$ cat src/logic/irq_pkg.sv
`default_nettype none

package irq_pkg;

  // one peripheral bus access. a zero wstrb is a read.
  typedef struct packed {
    logic        valid;
    logic [31:0] addr;
    logic [31:0] wdata;
    logic [3:0]  wstrb;
  } bus_req_t;

  typedef struct packed {
    logic [31:0] rdata;
    logic        ready;
  } bus_rsp_t;

  typedef enum logic [1:0] {
    arb_idle,
    arb_issue,
    arb_wait
  } arb_state_e;

  typedef enum logic [1:0] {
    tgt_none,
    tgt_clint,
    tgt_clic
  } target_e;

  // regions are picked by addr[31:24].
  localparam logic [31:0] clint_base = 32'h0200_0000;
  localparam logic [31:0] clic_base  = 32'h0300_0000;

  localparam logic [15:0] clint_msip        = 16'h0000;
  localparam logic [15:0] clint_mtimecmp_lo = 16'h4000;
  localparam logic [15:0] clint_mtimecmp_hi = 16'h4004;
  localparam logic [15:0] clint_mtime_lo    = 16'hbff8;
  localparam logic [15:0] clint_mtime_hi    = 16'hbffc;

  localparam logic [15:0] clic_cfg      = 16'h0000;
  localparam logic [15:0] clic_info     = 16'h0004;
  localparam logic [15:0] clic_int_base = 16'h1000;

endpackage

`default_nettype wire

$ cat src/logic/bus_arbiter.sv
`default_nettype none
`timescale 1ns/10ps

module bus_arbiter (
  input  logic             clk,
  input  logic             rst,
  input  irq_pkg::bus_req_t core_req,
  input  irq_pkg::bus_req_t dbg_req,
  output irq_pkg::bus_rsp_t core_rsp,
  output irq_pkg::bus_rsp_t dbg_rsp,
  output irq_pkg::bus_req_t clint_req,
  output irq_pkg::bus_req_t clic_req,
  input  irq_pkg::bus_rsp_t clint_rsp,
  input  irq_pkg::bus_rsp_t clic_rsp
);

  irq_pkg::arb_state_e state;
  irq_pkg::target_e    tgt_q;
  irq_pkg::bus_req_t   req_q;
  irq_pkg::bus_req_t   pick_req;
  irq_pkg::bus_rsp_t   sel_rsp;
  logic                last_dbg;
  logic                pick_dbg;
  logic                any_valid;

  function automatic irq_pkg::target_e decode(input logic [31:0] addr);
    if (addr[31:24] == irq_pkg::clint_base[31:24]) begin
      return irq_pkg::tgt_clint;
    end
    if (addr[31:24] == irq_pkg::clic_base[31:24]) begin
      return irq_pkg::tgt_clic;
    end
    return irq_pkg::tgt_none;
  endfunction

  assign any_valid = core_req.valid | dbg_req.valid;

  // round robin. the port not served last goes first.
  assign pick_dbg = (core_req.valid && dbg_req.valid) ? ~last_dbg : dbg_req.valid;
  assign pick_req = pick_dbg ? dbg_req : core_req;

  always_ff @(posedge clk) begin
    if (!rst) begin
      state    <= irq_pkg::arb_idle;
      last_dbg <= 1'b0;
    end else begin
      case (state)
        irq_pkg::arb_idle: begin
          if (any_valid) begin
            state    <= irq_pkg::arb_issue;
            last_dbg <= pick_dbg;
          end
        end
        irq_pkg::arb_issue: state <= irq_pkg::arb_wait;
        default: state <= irq_pkg::arb_idle;
      endcase
    end
  end

  // latched access, target sees only the offset.
  always_ff @(posedge clk) begin
    if (state == irq_pkg::arb_idle && any_valid) begin
      req_q      <= pick_req;
      req_q.addr <= {16'h0000, pick_req.addr[15:0]};
      tgt_q      <= decode(pick_req.addr);
    end
  end

  always_comb begin
    clint_req       = req_q;
    clint_req.valid = (state == irq_pkg::arb_issue) && (tgt_q == irq_pkg::tgt_clint);
    clic_req        = req_q;
    clic_req.valid  = (state == irq_pkg::arb_issue) && (tgt_q == irq_pkg::tgt_clic);
  end

  always_comb begin
    sel_rsp = '0;
    case (tgt_q)
      irq_pkg::tgt_clint: sel_rsp = clint_rsp;
      irq_pkg::tgt_clic:  sel_rsp = clic_rsp;
      // unmapped region answers itself with zero.
      default: sel_rsp.ready = 1'b1;
    endcase
    core_rsp = '0;
    dbg_rsp  = '0;
    if (state == irq_pkg::arb_wait) begin
      if (last_dbg) begin
        dbg_rsp = sel_rsp;
      end else begin
        core_rsp = sel_rsp;
      end
    end
  end

  assert property (@(posedge clk) disable iff (!rst) !(clint_req.valid && clic_req.valid));
  assert property (@(posedge clk) disable iff (!rst) clint_req.valid |=> !clint_req.valid);
  assert property (@(posedge clk) disable iff (!rst) clic_req.valid |=> !clic_req.valid);
  assert property (@(posedge clk) disable iff (!rst) !(core_rsp.ready && dbg_rsp.ready));

endmodule

`default_nettype wire

$ cat src/logic/clint.sv
`default_nettype none
`timescale 1ns/10ps

module clint (
  input  logic              clk,
  input  logic              rst,
  input  logic              rtc,
  input  irq_pkg::bus_req_t req,
  output irq_pkg::bus_rsp_t rsp,
  output logic              msip,
  output logic              mtip
);

  logic [1:0]  rtc_sync;
  logic        rtc_prev;
  logic        rtc_rise;
  logic [63:0] mtime;
  logic [63:0] mtimecmp;
  logic [15:0] off;
  logic        wr;
  logic        rd;
  logic [31:0] rdata_q;
  logic        ready_q;

  function automatic logic [31:0] merge(input logic [31:0] old, input logic [31:0] data,
                                        input logic [3:0] strb);
    logic [31:0] res;
    res = old;
    for (int b = 0; b < 4; b++) begin
      if (strb[b]) begin
        res[8*b +: 8] = data[8*b +: 8];
      end
    end
    return res;
  endfunction

  assign off      = req.addr[15:0];
  assign wr       = req.valid && (req.wstrb != 4'b0000);
  assign rd       = req.valid && (req.wstrb == 4'b0000);
  assign rtc_rise = rtc_sync[1] & ~rtc_prev;

  always_ff @(posedge clk) begin
    if (!rst) begin
      rtc_sync <= 2'b00;
      rtc_prev <= 1'b0;
      mtime    <= '0;
      mtimecmp <= '1;
      msip     <= 1'b0;
      mtip     <= 1'b0;
      ready_q  <= 1'b0;
    end else begin
      rtc_sync <= {rtc_sync[0], rtc};
      rtc_prev <= rtc_sync[1];
      ready_q  <= req.valid;
      mtip     <= (mtime >= mtimecmp);
      if (wr && off == irq_pkg::clint_msip && req.wstrb[0]) begin
        msip <= req.wdata[0];
      end
      if (wr && off == irq_pkg::clint_mtimecmp_lo) begin
        mtimecmp[31:0] <= merge(mtimecmp[31:0], req.wdata, req.wstrb);
      end
      if (wr && off == irq_pkg::clint_mtimecmp_hi) begin
        mtimecmp[63:32] <= merge(mtimecmp[63:32], req.wdata, req.wstrb);
      end
      // a software write takes the tick.
      if (wr && off == irq_pkg::clint_mtime_lo) begin
        mtime[31:0] <= merge(mtime[31:0], req.wdata, req.wstrb);
      end else if (wr && off == irq_pkg::clint_mtime_hi) begin
        mtime[63:32] <= merge(mtime[63:32], req.wdata, req.wstrb);
      end else if (rtc_rise) begin
        mtime <= mtime + 64'd1;
      end
    end
  end

  always_ff @(posedge clk) begin
    if (rd) begin
      case (off)
        irq_pkg::clint_msip:        rdata_q <= {31'b0, msip};
        irq_pkg::clint_mtimecmp_lo: rdata_q <= mtimecmp[31:0];
        irq_pkg::clint_mtimecmp_hi: rdata_q <= mtimecmp[63:32];
        irq_pkg::clint_mtime_lo:    rdata_q <= mtime[31:0];
        irq_pkg::clint_mtime_hi:    rdata_q <= mtime[63:32];
        default:                    rdata_q <= 32'h0;
      endcase
    end
  end

  assign rsp.rdata = rdata_q;
  assign rsp.ready = ready_q;

  assert property (@(posedge clk) disable iff (!rst) req.valid |=> rsp.ready);
  assert property (@(posedge clk) disable iff (!rst) rsp.ready |-> $past(req.valid));

endmodule

`default_nettype wire

$ cat src/logic/clic.sv
`default_nettype none
`timescale 1ns/10ps

module clic #(
  parameter int sources = 16
) (
  input  logic                       clk,
  input  logic                       rst,
  input  irq_pkg::bus_req_t          req,
  output irq_pkg::bus_rsp_t          rsp,
  input  logic [sources-1:0]         irq_src,
  output logic                       meip,
  output logic [$clog2(sources)-1:0] irq_id
);

  localparam int id_w = $clog2(sources);

  logic [7:0]      cfg;
  logic [7:0]      ip   [sources];
  logic [7:0]      ie   [sources];
  logic [7:0]      attr [sources];
  logic [7:0]      ctl  [sources];
  logic [sources-1:0] src_q;

  logic [15:0]     off;
  logic [15:0]     rel;
  logic [id_w-1:0] idx;
  logic            in_int;
  logic            wr;
  logic            rd;
  logic [31:0]     rdata_q;
  logic            ready_q;

  logic            found;
  logic [7:0]      best_lvl;
  logic [id_w-1:0] best_idx;

  assign off    = req.addr[15:0];
  assign rel    = off - irq_pkg::clic_int_base;
  assign idx    = rel[id_w+1:2];
  assign in_int = (off >= irq_pkg::clic_int_base) && (rel < 16'(sources * 4));
  assign wr     = req.valid && (req.wstrb != 4'b0000);
  assign rd     = req.valid && (req.wstrb == 4'b0000);

  always_ff @(posedge clk) begin
    if (!rst) begin
      cfg     <= 8'h00;
      src_q   <= '0;
      ready_q <= 1'b0;
      for (int i = 0; i < sources; i++) begin
        ip[i]   <= 8'h00;
        ie[i]   <= 8'h00;
        attr[i] <= 8'h00;
        ctl[i]  <= 8'h00;
      end
    end else begin
      ready_q <= req.valid;
      src_q   <= irq_src;
      if (wr && off == irq_pkg::clic_cfg && req.wstrb[0]) begin
        cfg <= req.wdata[7:0];
      end
      if (wr && in_int) begin
        if (req.wstrb[0]) begin
          ip[idx] <= req.wdata[7:0];
        end
        if (req.wstrb[1]) begin
          ie[idx] <= req.wdata[15:8];
        end
        if (req.wstrb[2]) begin
          attr[idx] <= req.wdata[23:16];
        end
        if (req.wstrb[3]) begin
          ctl[idx] <= req.wdata[31:24];
        end
      end
      // line sampling wins over a same-cycle clear.
      for (int i = 0; i < sources; i++) begin
        if (attr[i][0]) begin
          if (irq_src[i] && !src_q[i]) begin
            ip[i][0] <= 1'b1;
          end
        end else begin
          ip[i][0] <= irq_src[i];
        end
      end
    end
  end

  always_ff @(posedge clk) begin
    if (rd) begin
      if (off == irq_pkg::clic_cfg) begin
        rdata_q <= {24'h0, cfg};
      end else if (off == irq_pkg::clic_info) begin
        rdata_q <= 32'(sources);
      end else if (in_int) begin
        rdata_q <= {ctl[idx], attr[idx], ie[idx], ip[idx]};
      end else begin
        rdata_q <= 32'h0;
      end
    end
  end

  assign rsp.rdata = rdata_q;
  assign rsp.ready = ready_q;

  // strict compare keeps the lowest index on a tie.
  always_comb begin
    found    = 1'b0;
    best_lvl = 8'h00;
    best_idx = '0;
    for (int i = 0; i < sources; i++) begin
      if (ip[i][0] && ie[i][0] && (!found || ctl[i] > best_lvl)) begin
        found    = 1'b1;
        best_lvl = ctl[i];
        best_idx = id_w'(i);
      end
    end
  end

  always_ff @(posedge clk) begin
    if (!rst) begin
      meip   <= 1'b0;
      irq_id <= '0;
    end else begin
      meip   <= found && (best_lvl > cfg);
      irq_id <= best_idx;
    end
  end

  assert property (@(posedge clk) disable iff (!rst)
    meip |-> $past(ie[best_idx][0] && ip[best_idx][0]));

endmodule

`default_nettype wire

$ cat src/logic/irq_top.sv
`default_nettype none
`timescale 1ns/10ps

module irq_top #(
  parameter int sources = 16
) (
  input  logic                       clk,
  input  logic                       rst,
  input  logic                       rtc,
  input  irq_pkg::bus_req_t          core_req,
  input  irq_pkg::bus_req_t          dbg_req,
  output irq_pkg::bus_rsp_t          core_rsp,
  output irq_pkg::bus_rsp_t          dbg_rsp,
  input  logic [sources-1:0]         irq_src,
  output logic                       meip,
  output logic                       msip,
  output logic                       mtip,
  output logic [$clog2(sources)-1:0] irq_id
);

  irq_pkg::bus_req_t clint_req;
  irq_pkg::bus_req_t clic_req;
  irq_pkg::bus_rsp_t clint_rsp;
  irq_pkg::bus_rsp_t clic_rsp;

  bus_arbiter bus_arbiter_inst (
    .clk       (clk),
    .rst       (rst),
    .core_req  (core_req),
    .dbg_req   (dbg_req),
    .core_rsp  (core_rsp),
    .dbg_rsp   (dbg_rsp),
    .clint_req (clint_req),
    .clic_req  (clic_req),
    .clint_rsp (clint_rsp),
    .clic_rsp  (clic_rsp)
  );

  clint clint_inst (
    .clk  (clk),
    .rst  (rst),
    .rtc  (rtc),
    .req  (clint_req),
    .rsp  (clint_rsp),
    .msip (msip),
    .mtip (mtip)
  );

  clic #(
    .sources (sources)
  ) clic_inst (
    .clk     (clk),
    .rst     (rst),
    .req     (clic_req),
    .rsp     (clic_rsp),
    .irq_src (irq_src),
    .meip    (meip),
    .irq_id  (irq_id)
  );

endmodule

`default_nettype wire

$ cat config.mk
export PLATFORM = sky130hd
export DESIGN_NAME = irq_top
export DESIGN_NICKNAME = d
export VERILOG_FILES = /design/src/logic/irq_pkg.sv /design/src/logic/bus_arbiter.sv /design/src/logic/clint.sv /design/src/logic/clic.sv /design/src/logic/irq_top.sv
export SDC_FILE = /design/constraint.sdc
export NUM_CORES = 2
export LEC_CHECK = 0
export CAP_MARGIN = 5
export CORE_ASPECT_RATIO = 0.75
export CORE_MARGIN = 2
export CORE_UTILIZATION = 55
export CTS_CLUSTER_DIAMETER = 120
export CTS_CLUSTER_SIZE = 8
export DETAILED_ROUTE_END_ITERATION = 8
export DONT_BUFFER_PORTS = 1
export PLACE_DENSITY = 0.71
export SKIP_CTS_REPAIR_TIMING = 1
export SLEW_MARGIN = 20
export SYNTH_ARGS = -nofsm -noshare
export SYNTH_HDL_FRONTEND = slang
export SYNTH_SLANG_ARGS = --single-unit
$ cat constraint.sdc
create_clock -name clk -period 28.7 [get_ports clk]
set_input_delay 2.87 -clock clk [delete_from_list [all_inputs] [get_ports clk]]
set_output_delay 2.87 -clock clk [all_outputs]
set_load 0.005 [all_outputs]
==> metrics.txt <==
# TYPE chip_impl_metric gauge
chip_impl_info{name="outcome",value="completed"} 1
chip_impl_metric{name="synthesis.yosys.warnings",unit=""} 0
chip_impl_metric{name="drt_iter0_markers",unit=""} 5512
chip_impl_info{name="tritoncts",value="built"} 1
chip_impl_info{name="path_delay_family",value="compound AO/OA/AOI/OAI gates"} 1
chip_impl_metric{name="report.final.setup_viol",unit=""} 0
chip_impl_metric{name="clk_pin_slew_worst_paths",unit="ns"} 0.06
chip_impl_metric{name="cp_max_fo",unit=""} 8
chip_impl_metric{name="layout.core_utilization",unit="%"} 62.91
chip_impl_metric{name="yosys.area_share.xor_xnor",unit="%"} 0.03913
chip_impl_metric{name="gr-total-overflow",unit=""} 0
chip_impl_metric{name="antenna_violating_nets_post_route",unit=""} 0
chip_impl_metric{name="worstRegToRegCells",unit=""} 160
chip_impl_metric{name="max_stage_delay",unit="ns"} 0.61
chip_impl_metric{name="max_cap_viol_count",unit=""} 0
chip_impl_metric{name="die_area",unit="mm²"} 0.08372
chip_impl_metric{name="final_critical_period",unit="ns"} 28.16
chip_impl_metric{name="fp.coreArea",unit="mm²"} 0.08051
chip_impl_info{name="worst_setup_path_start_kind",value="flip-flop"} 1
chip_impl_info{name="worstHoldEndpoint",value="clint_inst.rtc_sync[1]"} 1
chip_impl_metric{name="area_delta_synth_final",unit="%"} 13.15
chip_impl_metric{name="areal_power_density_over_the_cells",unit="mW/mm²"} 58.65
chip_impl_metric{name="post-dp-hpwl",unit="mm"} 96.30
chip_impl_metric{name="adder_cell_area_share_of_the_yosys_netlist",unit="%"} 5.254
chip_impl_metric{name="clock_power_share",unit="%"} 40.7
chip_impl_info{name="cp_slowest_cell",value="or4_4"} 1
chip_impl_metric{name="timing.hold.ws",unit="ns"} 0.4293
chip_impl_metric{name="worst_clock_skew_on_the_final_layout",unit="ns"} 0.02045
chip_impl_metric{name="drt_pass1_iterations",unit=""} 9
chip_impl_metric{name="internal-power",unit="mW"} 2.176
chip_impl_metric{name="worst_ep_required_time",unit="ns"} 29.25
chip_impl_metric{name="count_of_flip_flops_with_a_built_in_enable_after_synthesis",unit=""} 630
chip_impl_info{name="hold_path_class",value="reg2reg"} 1
chip_impl_metric{name="total_power",unit="mW"} 2.971
chip_impl_metric{name="worst_ep_arrival_time",unit="ns"} 28.71
chip_impl_metric{name="antenna_found_initial",unit=""} 6
chip_impl_metric{name="cts_max_level",unit=""} 3
chip_impl_metric{name="ioPinCount",unit=""} 230
chip_impl_info{name="critical_path.reg2reg.startpoint",value="clic_inst.ip[0][0]"} 1
chip_impl_metric{name="starting_utilization_of_the_core_area",unit="%"} 55.60
chip_impl_metric{name="via_count",unit=""} 34570
chip_impl_metric{name="finalHoldViolCount",unit=""} 0
chip_impl_metric{name="detail_route.wl_per_cell",unit="µm"} 26.85
chip_impl_info{name="path_common_cell",value="a21o_1"} 1
chip_impl_metric{name="worst_skew_pair.late_latency",unit="ns"} 0.68
chip_impl_metric{name="num-nets-final",unit=""} 4402
chip_impl_metric{name="final_layout_size_suffix_gt1_share",unit="%"} 19.60
chip_impl_metric{name="synthMuxAreaShare",unit="%"} 11.48
chip_impl_metric{name="grt_max_degree",unit=""} 187
chip_impl_metric{name="vias_per_cell",unit=""} 6.637
chip_impl_info{name="layout_commonest_cell",value="edfxtp_1"} 1
chip_impl_metric{name="final_min_period_over_clock_period",unit="%"} 98.11
chip_impl_metric{name="proportion_of_power_drawn_by_combinational_gates",unit="%"} 13.8
chip_impl_metric{name="max_slew.worst_pin.slew",unit="ns"} 1.186
chip_impl_metric{name="leakagePower",unit="nW"} 19.84
chip_impl_metric{name="grt.total_usage",unit="%"} 32.14
chip_impl_metric{name="slew_limit_headroom",unit="%"} 20.26
chip_impl_metric{name="p_sw",unit="mW"} 0.7953
chip_impl_metric{name="rows",unit=""} 90
chip_impl_metric{name="synth_simple_gate_area_share",unit="%"} 17.43
chip_impl_metric{name="drcViolationCount",unit=""} 0
chip_impl_metric{name="holdPathStages",unit=""} 1
chip_impl_metric{name="synth-async-reset-ratio",unit="%"} 0
chip_impl_metric{name="setup.reg_to_reg.worst_slack",unit="ns"} 0.54
chip_impl_metric{name="cp_num_buf_inv",unit=""} 24
chip_impl_metric{name="synth_area",unit="mm²"} 0.04477
chip_impl_metric{name="synth_cell_type_count",unit=""} 86
chip_impl_metric{name="synth_seq_cells",unit=""} 797
chip_impl_info{name="cp-end-kind",value="flip-flop"} 1
chip_impl_metric{name="synthesized_area_fraction_occupied_by_ao_oa_aoi_and_oai_cells",unit="%"} 11.76
chip_impl_metric{name="power.ir.vdd_worst",unit="µV"} 53.44
chip_impl_info{name="synthFlopType",value="edfxtp_1"} 1
chip_impl_metric{name="timing.setup.tns",unit="ns"} 0
chip_impl_metric{name="cts-buffers-inserted",unit=""} 109
chip_impl_metric{name="power_frac_seq",unit="%"} 45.5
chip_impl_metric{name="grt_first_pass_wirelength",unit="mm"} 201.8
chip_impl_metric{name="p_sw_share",unit="%"} 26.77
chip_impl_metric{name="first_global_vias",unit=""} 31120
chip_impl_metric{name="post_synthesis_cells",unit=""} 4059
chip_impl_info{name="timing.setup.critical_path_class",value="reg2reg"} 1
chip_impl_metric{name="synth.net_count",unit=""} 4404
chip_impl_metric{name="gp_routability_congestion",unit=""} 1.031
chip_impl_metric{name="chipWidth",unit="µm"} 333.4
chip_impl_metric{name="syn_area_per_cell",unit="µm²"} 11.03
chip_impl_metric{name="portBuffers",unit=""} 0
chip_impl_metric{name="timing_max_transition_violations_final",unit=""} 0
chip_impl_info{name="clock-root-buffer",value="clkbuf_16"} 1
chip_impl_metric{name="cts_max_path_buffers",unit=""} 3
chip_impl_metric{name="maxClockFrequency",unit="GHz"} 0.03551
chip_impl_metric{name="die_h",unit="µm"} 251.1
chip_impl_metric{name="cts_sinks",unit=""} 797
chip_impl_info{name="final_cell_mix",value="630 x edfxtp_1, 348 x and2_1, 251 x nand2_1"} 1
chip_impl_metric{name="route.final.wire_length",unit="mm"} 139.8
chip_impl_metric{name="synth-seq-area-share",unit="%"} 49.73
chip_impl_info{name="hold_path_startpoint",value="clint_inst.rtc_sync[0]"} 1
chip_impl_info{name="synth_top_family_by_area",value="simple AND/OR/NAND/NOR gates"} 1
chip_impl_info{name="rr_endpoint",value="clic_inst.meip"} 1
==> logic make-up (layout without fill, tap and decap cells) <==
group                      count (synthesis)  count (layout)
AOI/OAI and AO/OA                        785             785
xor gates and xnor gates                   2               2
adders and majority gates                188             188
buffers and inverters                    507             595
DFF                                      797             797
muxes                                    298             298
other                                      0               2
and+or+nand+nor                         1482            1483
==> metrics by stage <==
stage               instance area, µm²  instances  setup slack [ns]
global route                     50650       5206           -0.7589
global placement                 46030       4950            0.1581
detailed placement               46030       4950           -0.3239
finish                           50650       5208            0.5414
CTS                              49180       5152           -0.5500
floorplan                        44790       4059            0.1054
==> cell usage after synthesis, types with 10 or more instances <==
| cell type | count | area share [%] |
|---|---|---|
| dfxtp_1 | 167 | 7.5 |
| a211oi_1 | 14 | 0.23 |
| mux2_2 | 105 | 2.6 |
| ha_1 | 188 | 5.3 |
| nor3_1 | 112 | 1.3 |
| a41oi_1 | 10 | 0.20 |
| a22oi_1 | 64 | 1.1 |
| a21oi_1 | 215 | 2.4 |
| a222oi_1 | 21 | 0.47 |
| o211ai_1 | 79 | 1.3 |
| a21o_1 | 43 | 0.72 |
| and2_1 | 352 | 4.9 |
| inv_1 | 201 | 1.7 |
| or2_2 | 24 | 0.34 |
| nand3_1 | 67 | 0.75 |
| o31ai_1 | 13 | 0.22 |
| edfxtp_1 | 630 | 42 |
| nor4_1 | 21 | 0.29 |
| a21boi_0 | 10 | 0.17 |
| o21ai_0 | 170 | 1.9 |
| buf_1 | 26 | 0.22 |
| nor2b_1 | 37 | 0.52 |
| o21a_1 | 14 | 0.23 |
| nand4_1 | 38 | 0.53 |
| o221a_2 | 12 | 0.30 |
| and3_1 | 247 | 3.5 |
| nor2_1 | 258 | 2.2 |
| mux4_2 | 160 | 8.0 |
| mux2i_1 | 28 | 0.63 |
| nand2_1 | 260 | 2.2 |
| nand2b_1 | 32 | 0.45 |
| clkbuf_1 | 271 | 2.3 |
==> power groups by stage <==
| stage | logic [mW] | registers, mW | clock network (mW) |
|---|---|---|---|
| after detailed placement | 0.357 | 1.37 | 0 |
| after global placement | 0.351 | 1.37 | 0 |
| after CTS | 0.359 | 1.35 | 1.21 |
| final | 0.411 | 1.35 | 1.21 |
| after global routing | 0.437 | 1.35 | 1.26 |
| after floorplan | 0.266 | 1.32 | 0 |
==> worst max path at each step <==
stage	startpoint	cells after the start	to
after detailed placement	clic_inst.ip[0][0]	168	clic_inst.meip
final	clic_inst.ip[0][0]	160	clic_inst.meip
after global routing	clic_inst.ip[0][0]	163	clic_inst.meip
after floorplan	clic_inst.ie[0][0]	170	clic_inst.meip
after global placement	clic_inst.ip[0][0]	165	clic_inst.meip
after CTS	clic_inst.ip[0][0]	168	clic_inst.meip
==> worst reg2reg max path, delay by kind of cell, from the launching register on <==
family / cells / cell delay, ns
flops: 1 / 0.41
mux: 11 / 3.44
fa+ha+maj: 16 / 3.90
buf+inv: 24 / 2.87
simple gates: 32 / 4.90
compound gates: 77 / 12.49
==> registers in the layout (all words and copies together) (netlist names), 4 cells and up <==
register / flops
bus_arbiter_inst.clic_req: 52
clic_inst.attr: 128
clic_inst.cfg: 8
clic_inst.ctl: 128
clic_inst.ie: 128
clic_inst.ip: 128
clic_inst.irq_id: 4
clic_inst.rdata_q: 32
clic_inst.src_q: 16
clint_inst.mtime: 64
clint_inst.mtimecmp: 64
clint_inst.rdata_q: 32
==> per-layer routing <==
metal / track usage, % / up-vias / part of all wire [%]
met5: 0 / - / 0.034
met4: 10.23 / 6 / 3.1
met3: 7.752 / 286 / 13
met2: 44.94 / 2256 / 42
met1: 49.04 / 16870 / 41
li1: - / 15150 / -
==> cell type report <==
type	count	area, µm²
diodes	2	5.005
clock buffers	194	3047
well taps	1058	1324
inverters	203	773.2
flip-flops and latches	797	22260
clock inverters	8	103.9
multi-input cells	2756	21600
repair buffers	190	1541
fillers	6152	29860
No activity file was read; power rests on OpenSTA's default activity.
